### src/router_defs.svh
`ifndef ROUTER_DEFS_SVH
`define ROUTER_DEFS_SVH

// ####################
// Router geometry
// ####################

`define NUM_PORTS 5  // Local, North, East, West, South

`define FLIT_W 16  // One flit word
`define LEN_W 12  // Header length field and hold counter

`endif

### src/routerPkg.sv
`default_nettype none

`include "router_defs.svh"

package routerPkg;

  typedef enum logic [2:0] {
    FLIT_IDLE = 3'd0,
    FLIT_HEAD = 3'd1,
    FLIT_BODY = 3'd2,
    FLIT_TAIL = 3'd3
  } flitId_e;

  // ####################
  // Flit word views
  // ####################

  typedef struct packed {
    flitId_e           id;
    logic              spare;
    logic [`LEN_W-1:0] len;  // Packet length, also the hold limit
  } headFlit_t;

  typedef struct packed {
    flitId_e            id;
    logic [`FLIT_W-4:0] payload;
  } bodyFlit_t;

  typedef union packed {
    headFlit_t head;
    bodyFlit_t body;
  } flit_u;

  // Bit positions in grant and run vectors
  typedef enum logic [2:0] {PORT_L, PORT_N, PORT_E, PORT_W, PORT_S} portIdx_e;

endpackage

`default_nettype wire

### src/arbiterFsm.sv
`timescale 1ns/1ps
`default_nettype none

`include "router_defs.svh"

module arbiterFsm (
  input  logic                  clk,
  input  logic                  rst,
  input  logic [`NUM_PORTS-1:0] req,
  input  logic [`NUM_PORTS-1:0] timesUp,
  output logic [`NUM_PORTS-1:0] runTimer,
  output logic [`NUM_PORTS-1:0] grant
);

  // Bit 0 is Idle, bit p+1 is port p granted
  localparam logic [`NUM_PORTS:0] IDLE_STATE = 1;

  logic [`NUM_PORTS:0] state;
  logic [`NUM_PORTS:0] nextState;

  // ####################
  // Port search
  // ####################

  // First requester among span ports, starting at port first and wrapping
  function automatic logic [`NUM_PORTS:0] pickNext(
    input logic [`NUM_PORTS-1:0] reqs,
    input int                    first,
    input int                    span
  );
    logic [`NUM_PORTS:0] pick;
    int                  idx;

    pick = IDLE_STATE;
    // Walk backwards so the earliest port in order wins
    for (int k = `NUM_PORTS - 1; k >= 0; k--)
    begin
      idx = (first + k) % `NUM_PORTS;
      if ((k < span) && reqs[idx])
      begin
        pick = '0;
        pick[idx + 1] = 1'b1;
      end
    end
    return pick;
  endfunction

  // ####################
  // State register
  // ####################

  always_ff @(posedge clk)
  begin
    if (rst)
    begin
      state <= IDLE_STATE;
    end
    else
    begin
      state <= nextState;
    end
  end

  // ####################
  // Next state and run strobes
  // ####################

  always_comb
  begin
    nextState = IDLE_STATE;
    runTimer  = '0;

    if (!$onehot(state))
    begin
      nextState = IDLE_STATE;  // Recover from illegal encoding
    end
    else if (state[0])
    begin
      // Fixed order from Idle, Local first
      nextState = pickNext(req, int'(routerPkg::PORT_L), `NUM_PORTS);
    end
    else
    begin
      for (int p = 0; p < `NUM_PORTS; p++)
      begin
        if (state[p + 1])
        begin
          if (req[p] && !timesUp[p])
          begin
            runTimer[p] = 1'b1;  // Holder keeps the output
            nextState   = state;
          end
          else
          begin
            // Rotate from the port after the holder, holder excluded
            nextState = pickNext(req, (p + 1) % `NUM_PORTS, `NUM_PORTS - 1);
          end
        end
      end
    end
  end

  assign grant = state[`NUM_PORTS:1];  // Idle bit dropped

endmodule

`default_nettype wire

### src/flitMux.sv
`timescale 1ns/1ps
`default_nettype none

`include "router_defs.svh"

module flitMux (
  input  logic                  clk,
  input  logic                  rst,
  input  logic [`NUM_PORTS-1:0] grant,
  input  logic [`NUM_PORTS-1:0] req,
  input  routerPkg::flit_u      flits [`NUM_PORTS-1:0],
  output routerPkg::flit_u      outFlit,
  output logic                  outValid
);

  routerPkg::flit_u   selFlit;
  logic               selValid;

  // ####################
  // AND-OR select
  // ####################

  always_comb
  begin
    selFlit  = '0;  // Idle flit with no grant
    selValid = 1'b0;
    for (int p = 0; p < `NUM_PORTS; p++)
    begin
      selFlit  = selFlit | (flits[p] & {`FLIT_W{grant[p]}});
      selValid = selValid | (grant[p] & req[p]);
    end
  end

  always_ff @(posedge clk)
  begin
    outFlit <= selFlit;
    if (rst)
      outValid <= 1'b0;
    else
      outValid <= selValid;
  end

endmodule

`default_nettype wire

### src/holdTimer.sv
`timescale 1ns/1ps
`default_nettype none

`include "router_defs.svh"

module holdTimer (
  input  logic             clk,
  input  logic             rst,
  input  routerPkg::flit_u flit,
  input  logic             runTimer,
  output logic             timesUp
);

  logic [`LEN_W-1:0] limit;
  logic [`LEN_W-1:0] count;

  // ####################
  // Limit capture and hold count
  // ####################

  always_ff @(posedge clk)
  begin
    if (rst)
    begin
      limit <= '0;
      count <= '0;
    end
    else
    begin
      // Any header updates the limit, granted or not
      if (flit.head.id == routerPkg::FLIT_HEAD)
      begin
        limit <= flit.head.len;
      end

      if (runTimer)
      begin
        count <= count + 1'b1;
      end
      else
      begin
        count <= '0;  // Fresh count for next grant
      end
    end
  end

  assign timesUp = (count == limit);

endmodule

`default_nettype wire

### src/portArbiter.sv
`timescale 1ns/1ps
`default_nettype none

`include "router_defs.svh"

module portArbiter (
  input  logic             clk,
  input  logic             rst,
  input  logic             lReq,
  input  logic             nReq,
  input  logic             eReq,
  input  logic             wReq,
  input  logic             sReq,
  input  routerPkg::flit_u lFlit,
  input  routerPkg::flit_u nFlit,
  input  routerPkg::flit_u eFlit,
  input  routerPkg::flit_u wFlit,
  input  routerPkg::flit_u sFlit,
  output logic [`NUM_PORTS-1:0] grant,
  output routerPkg::flit_u outFlit,
  output logic             outValid
);

  logic [`NUM_PORTS-1:0] req;
  logic [`NUM_PORTS-1:0] timesUp;
  logic [`NUM_PORTS-1:0] runTimer;
  routerPkg::flit_u      flits [`NUM_PORTS-1:0];

  // ####################
  // Port packing
  // ####################

  assign req[routerPkg::PORT_L] = lReq;
  assign req[routerPkg::PORT_N] = nReq;
  assign req[routerPkg::PORT_E] = eReq;
  assign req[routerPkg::PORT_W] = wReq;
  assign req[routerPkg::PORT_S] = sReq;

  assign flits[routerPkg::PORT_L] = lFlit;
  assign flits[routerPkg::PORT_N] = nFlit;
  assign flits[routerPkg::PORT_E] = eFlit;
  assign flits[routerPkg::PORT_W] = wFlit;
  assign flits[routerPkg::PORT_S] = sFlit;

  // One hold timer per input port
  holdTimer lTimer (
    .clk, .rst, .flit(lFlit),
    .runTimer(runTimer[routerPkg::PORT_L]),
    .timesUp(timesUp[routerPkg::PORT_L])
  );
  holdTimer nTimer (
    .clk, .rst, .flit(nFlit),
    .runTimer(runTimer[routerPkg::PORT_N]),
    .timesUp(timesUp[routerPkg::PORT_N])
  );
  holdTimer eTimer (
    .clk, .rst, .flit(eFlit),
    .runTimer(runTimer[routerPkg::PORT_E]),
    .timesUp(timesUp[routerPkg::PORT_E])
  );
  holdTimer wTimer (
    .clk, .rst, .flit(wFlit),
    .runTimer(runTimer[routerPkg::PORT_W]),
    .timesUp(timesUp[routerPkg::PORT_W])
  );
  holdTimer sTimer (
    .clk, .rst, .flit(sFlit),
    .runTimer(runTimer[routerPkg::PORT_S]),
    .timesUp(timesUp[routerPkg::PORT_S])
  );

  arbiterFsm fsm (
    .clk, .rst, .req, .timesUp, .runTimer, .grant
  );

  flitMux mux (
    .clk, .rst, .grant, .req, .flits, .outFlit, .outValid  // Output one cycle behind grant
  );

endmodule

`default_nettype wire

### config.mk
export PLATFORM = sky130hd
export DESIGN_NAME = portArbiter
export DESIGN_NICKNAME = d
export VERILOG_FILES = /design/src/routerPkg.sv /design/src/arbiterFsm.sv /design/src/flitMux.sv /design/src/holdTimer.sv /design/src/portArbiter.sv
export VERILOG_INCLUDE_DIRS = /design/src /design/src/src
export SDC_FILE = /design/constraint.sdc
export NUM_CORES = 1
export LEC_CHECK = 0
export ABC_CLOCK_PERIOD_IN_PS = 5000
export BUFFER_PORTS_ARGS = -buffer_cell sky130_fd_sc_hd__clkbuf_2
export CELL_PAD_IN_SITES_DETAIL_PLACEMENT = 1
export CELL_PAD_IN_SITES_GLOBAL_PLACEMENT = 2
export CORE_MARGIN = 5
export CORE_UTILIZATION = 37
export DETAILED_ROUTE_END_ITERATION = 10
export HOLD_SLACK_MARGIN = 0.15
export PLACE_DENSITY_LB_ADDON = 0.2
export SYNTH_ARGS = -nofsm -noshare
export SYNTH_HDL_FRONTEND = slang
export SYNTH_SLANG_ARGS = --single-unit
### constraint.sdc
create_clock -name clk -period 5 [get_ports clk]
set_clock_uncertainty 0.1 [all_clocks]
set_input_delay 1.5 -clock clk [delete_from_list [all_inputs] [get_ports clk]]
set_output_delay 1.5 -clock clk [all_outputs]
set_load 0.01 [all_outputs]
==> flow_summary.ini, run 1 <==
[clock_network]
cts_max_level = 4
clk_path_buf_depth = 2
postCtsSetupBuffers = 0
clkSlewWorstSetupHoldPaths_ns = 0.06
tritoncts = done
insertion_delay_ns = 0.43
cts_inserted_buffers = 17
clock_sinks = 143
cts_resized = 0
cts-root-buf = clkbuf_16
cts-hold-fix-buffers = 0

[routing]
vias = 5616
totalWireLength_um = 21600
firstDrtPassIters = 7
first_iter_violations = 334
postRouteAntennaNets = 0
m1WireLength_um = 9590
wl_met3_um = 1310
remaining_drc_errors = 0
wl_per_cell_um = 20.2
wl_met2_um = 10400
highest_layer = met4
vias_per_cell = 5.26

[final_layout]
top_register = mux.outFlit
ff_latch_area_um2 = 2860
layout_common_cells = dfxtp_1, nor2_1, clkbuf_2
nNetsFinal = 929
antenna_cells = 0
multiInputGateArea_um2 = 3590
final_layout_size_suffix_gt1_share_pct = 19.0
area_growth_pct = 20.3
layout_commonest_cell = dfxtp_1
largest_reg_flops = 16
nFillCells = 2106

[power_and_ir_drop]
p_clk_share_pct = 42.5
pwr-share-seq_pct = 39.9
p_int_w = 0.00228
vdd.ir_drop.worst_v = 0.000277
p_per_area_nw_per_um2 = 393
p_leak_nw = 3.34
swShare_pct = 28.1
comb_power_share_pct = 17.5
net-switching-power_w = 0.000892

[timing]
rsz0062_at_grt = false
whs_ns = 0.388
slew-limit-headroom_pct = 15.6
finalWorstSetupSlack_ns = 1.08
slew_viol_final = 0
setup-tns-final_ns = 0
setup_viol = 0
finalHoldViolations = 0
period_minus_slack_ns = 3.92
worst_pin_slew_ns = 1.26
fin_crit_sh_pct = 78.4
timing.fmax_mhz = 255

[placement]
post-place-ws_ns = 1.10
hpwlAfterDp_um = 16800
port_buffers = 108
place.gp.congestion = 0.859

[floorplan]
start_util_pct = 37.5
rows = 49
die_w_um = 145
io_pins = 109
die-area_um2 = 20900
die_h_um = 145
core_um2 = 17900

[critical_path]
critical_path_class = reg -> reg
cp.required_ns = 5.25
crit_arrival_ns = 4.17
cp_max_fo = 20
start_kind = flip-flop
endpoint_kind = flip-flop

[synthesis]
synth_enable_flop_cells = 0
synth_top_flop_cell = dfxtp_1
synth_area_per_cell_um2 = 9.19
netlist_area_um2 = 6710
synth_top_area_share_pct = 42.7
syn_nets = 831
synth_cell_type_count = 46
yosysTopAreaCell = dfxtp_1
seq_area_frac_synth_pct = 42.7
synthCells = 730
async_reset_ff_share_pct = 0
synthTopCellsByArea = dfxtp_1, mux2i_1, xor2_1
yosysWarnings = 0
synth_seq_cells = 143

[global_routing]
grt_usage_pct = 21.3
antenna_found_initial = 0
globalRoute.totalOverflow = 0
grt_max_degree = 62
grt_pass1_wl_um = 33600
grt_pass1_vias = 6044

[flow_run]
drv_cap = 0

[outcome]
status = complete, no violations

[hold_path]
hold_class = reg -> reg
-- routing by layer --
layer | vias up | track usage (%)
met4 | 0 | 6.33
met3 | 24 | 5.36
met5 | - | 0
li1 | 2715 | -
met1 | 2730 | 26.9
met2 | 147 | 36.1
-- kinds of logic after synthesis --
kind of cell	synth area share (%)
AO/OA/AOI/OAI	8.90
XOR/XNOR	14.5
adder cells (fa/ha/maj)	2.84
buffers and inverters	4.10
flip-flops	42.7
multiplexers	8.95
AND/OR/NAND/NOR	18.0
-- worst max-delay path: stages, from the launching register on --
cell and delay (ns):
dfxtp_1 0.75, inv_1 0.14, ha_1 0.34, fa_1 0.40, inv_1 0.07, ha_1 0.22
or4_1 0.64, nor2_1 0.45, nand3_1 0.49, nor2_1 0.23
-- path summary, 6_finish.rpt --
| kind | start | cells past startpoint | slack [ns] | end |
|---|---|---|---|---|
| max | fsm.state[3]$_SDFFE_PP0P_ | 9 | 1.08 | lTimer.count[5]$_SDFF_PP0_ |
| min | wTimer.count[0]$_SDFF_PP0_ | 1 | 0.39 | wTimer.count[0]$_SDFF_PP0_ |
| max reg2reg | fsm.state[3]$_SDFFE_PP0P_ | 9 | 1.08 | lTimer.count[5]$_SDFF_PP0_ |
| min reg2reg | wTimer.count[0]$_SDFF_PP0_ | 1 | 0.39 | wTimer.count[0]$_SDFF_PP0_ |
-- through the flow --
step | cells | total power (W) | utilization (%) | cell area (um^2)
detailed placement | 1038 | 0.00185 | 41.6 | 7450
floorplan | 730 | 0.00159 | - | 6710
global placement | 1038 | 0.00183 | 41.6 | 7450
finish | 1068 | 0.00317 | 45.1 | 8070
CTS | 1068 | 0.00321 | 45.1 | 8070
global route | 1068 | 0.00331 | 45.1 | 8070
-- power by group through the flow --
stage	Clock, W	Sequential [W]	Combinational [W]
5_1_grt	0.00143	0.00128	0.000605
3_3_place_gp	0	0.00129	0.000545
4_1_cts	0.00138	0.00127	0.000559
3_5_place_dp	0	0.00129	0.000556
6_report	0.00135	0.00127	0.000557
2_1_floorplan	0	0.00130	0.000296
-- cells in the mapped netlist (3+ instances only) --
library cell	n
a21oi_1	3
a222oi_1	16
a22oi_1	18
a31oi_1	6
a41oi_1	3
and3_1	16
buf_2	10
buf_4	5
clkbuf_1	21
dfxtp_1	143
ha_1	12
inv_1	24
mux2i_1	60
nand2_1	39
nand3_1	32
nand4_1	14
nor2_1	136
nor3_1	6
nor3b_1	5
nor4_1	9
o211ai_1	3
o21ai_0	7
o22ai_1	3
xnor2_1	43
xor2_1	68
-- layout make-up --
class | instances | share of cell area [%]
Sequential cell | 143 | 35.5
Tap cell | 229 | 3.55
Inverter | 24 | 1.12
Timing Repair Buffer | 118 | 7.63
Clock buffer | 20 | 5.66
Multi-Input combinational cell | 524 | 44.5
Clock inverter | 10 | 2.02
Power figures use the tool's default switching activity.
==> inputs of run 2 (changes only) <==
--- a/config.mk
+++ b/config.mk
@@ -6,12 +6,12 @@
 export SDC_FILE = /design/constraint.sdc
 export NUM_CORES = 1
 export LEC_CHECK = 0
-export ABC_CLOCK_PERIOD_IN_PS = 5000
+export ABC_CLOCK_PERIOD_IN_PS = 3400
 export BUFFER_PORTS_ARGS = -buffer_cell sky130_fd_sc_hd__clkbuf_2
 export CELL_PAD_IN_SITES_DETAIL_PLACEMENT = 1
 export CELL_PAD_IN_SITES_GLOBAL_PLACEMENT = 2
 export CORE_MARGIN = 5
-export CORE_UTILIZATION = 37
+export CORE_UTILIZATION = 31
 export DETAILED_ROUTE_END_ITERATION = 10
 export HOLD_SLACK_MARGIN = 0.15
 export PLACE_DENSITY_LB_ADDON = 0.2
==> constraint.sdc (replaced) <==
create_clock -name clk -period 3.4 [get_ports clk]
set_clock_uncertainty 0.1 [all_clocks]
set_input_delay 1.02 -clock clk [delete_from_list [all_inputs] [get_ports clk]]
set_output_delay 1.02 -clock clk [all_outputs]
set_load 0.01 [all_outputs]
==> run 2 against run 1 <==
Cell count grew 5.3%. Sequential cell count is the same. Utilization shrank 6.4 points. Sequential share of layout area shrank 0.50 points. Largest cell class unchanged.
==> flow_summary.ini, run 2 (synthesis results as in run 1) <==
[timing]
worst_pin_slew_ns = 0.908
whs_ns = 0.374
slew_viol_final = 0
fin_crit_sh_pct = 91.5
setup_viol = 0
rsz0062_at_grt = false
finalHoldViolations = 0
period_minus_slack_ns = 3.11
setup-tns-final_ns = 0
slew-limit-headroom_pct = 38.9
timing.fmax_mhz = 322

[floorplan]
io_pins = 109
die_w_um = 157
die-area_um2 = 24700
core_um2 = 21200
start_util_pct = 31.7
rows = 53
die_h_um = 157

[final_layout]
largest_reg_flops = 16
layout_commonest_cell = dfxtp_1
layout_common_cells = dfxtp_1, nor2_1, clkbuf_2
top_register = mux.outFlit
nNetsFinal = 938
antenna_cells = 0
nFillCells = 2480
area_growth_pct = 22.0
final_layout_size_suffix_gt1_share_pct = 20.1

[critical_path]
critical_path_class = reg -> reg
endpoint_kind = flip-flop
start_kind = flip-flop
cp.required_ns = 3.65
cp_max_fo = 12
cpPeakStageDelay_ns = 0.55
crit_path_frequent_cell = inv_1
cp_cell_sequence = inv_1 -> ha_1 -> inv_1 -> fa_1 -> inv_1 -> ha_1 -> or4_1 -> nor2_1 -> nand3_1 -> buf_4 -> nor2_1
slowest_stage = or4_1
crit_arrival_ns = 3.36
critical_path_buf_inv_count = 4
critical_path.top_delay_family = simple AND/OR/NAND/NOR gates

[routing]
vias_per_cell = 5.08
firstDrtPassIters = 5
first_iter_violations = 317
totalWireLength_um = 22000
postRouteAntennaNets = 0
vias = 5718
wl_per_cell_um = 19.5
remaining_drc_errors = 0

[global_routing]
grt_usage_pct = 18.1
grt_pass1_vias = 6116
globalRoute.totalOverflow = 0
antenna_found_initial = 1
grt_max_degree = 62
grt_pass1_wl_um = 34200

[clock_network]
insertion_delay_ns = 0.42
clock_sinks = 143
tritoncts = done
cts_inserted_buffers = 17
cts_max_level = 4
clkSlewWorstSetupHoldPaths_ns = 0.06
clk_path_buf_depth = 2
cts-root-buf = clkbuf_16
postCtsSetupBuffers = 0

[placement]
place.gp.congestion = 0.871
port_buffers = 108
hpwlAfterDp_um = 17500

[outcome]
status = complete, no violations

[flow_run]
drv_cap = 0

[power_and_ir_drop]
vdd.ir_drop.worst_v = 0.000309
p_per_area_nw_per_um2 = 567
p_leak_nw = 3.38

[hold_path]
hold_class = reg -> reg
run 2: per-stage QoR:
stage                     cell area (um^2)  power, W  util (%)  instances  setup WS [ns]
after detailed placement              7570   0.00277      35.8       1093          0.259
after CTS                             8180   0.00470      38.7       1125          0.235
after global placement                7570   0.00276      35.8       1093          0.360
after global routing                  8180   0.00485      38.7       1125         0.0301
after floorplan                       6710   0.00234         -        730          0.425
final                                 8180   0.00464      38.7       1125          0.291
run 2: worst paths after layout:
check                                                start                     endpoint  slack, ns  cells after the start
worst min register to register  eTimer.count[0]$_SDFF_PP0_   eTimer.count[0]$_SDFF_PP0_       0.37                      1
worst max-delay path             fsm.state[4]$_SDFFE_PP0P_  wTimer.count[10]$_SDFF_PP0_       0.29                     11
worst min-delay path            eTimer.count[0]$_SDFF_PP0_   eTimer.count[0]$_SDFF_PP0_       0.37                      1
worst max register to register   fsm.state[4]$_SDFFE_PP0P_  wTimer.count[10]$_SDFF_PP0_       0.29                     11
run 2: what timing repair did:
| item | in CTS | in global routing |
|---|---|---|
| hold buffers | 0 | 0 |
| gates resized for setup | 0 | 1 |
| endpoints found under the setup margin | 0 | 2 |
run 2: metal layers:
metal | vias to the layer above | wire length, um | global-route usage, % | share of wire, %
met1 | 2799 | 10100 | 24.0 | 46
met5 | - | 13 | 0 | 0.059
li1 | 2737 | - | - | -
met2 | 156 | 10300 | 29.6 | 47
met3 | 24 | 1170 | 3.46 | 5.3
met4 | 2 | 439 | 6.06 | 2.0
run 2: final cells by class:
type	instances	area, um^2	area share [%]
timing repair buffer	127	683	8.35
clock buffer	19	443	5.41
tap	275	344	4.20
multi-input combinational	524	3600	44.0
inverter	24	90.1	1.10
sequential	143	2860	35.0
clock inverter	13	164	2.00
run 2: where the power goes:
group,total [W],switching (W),internal (W)
clock network,0.00191,0.000733,0.00118
registers,0.00184,0.0000538,0.00179
logic,0.000890,0.000559,0.000331
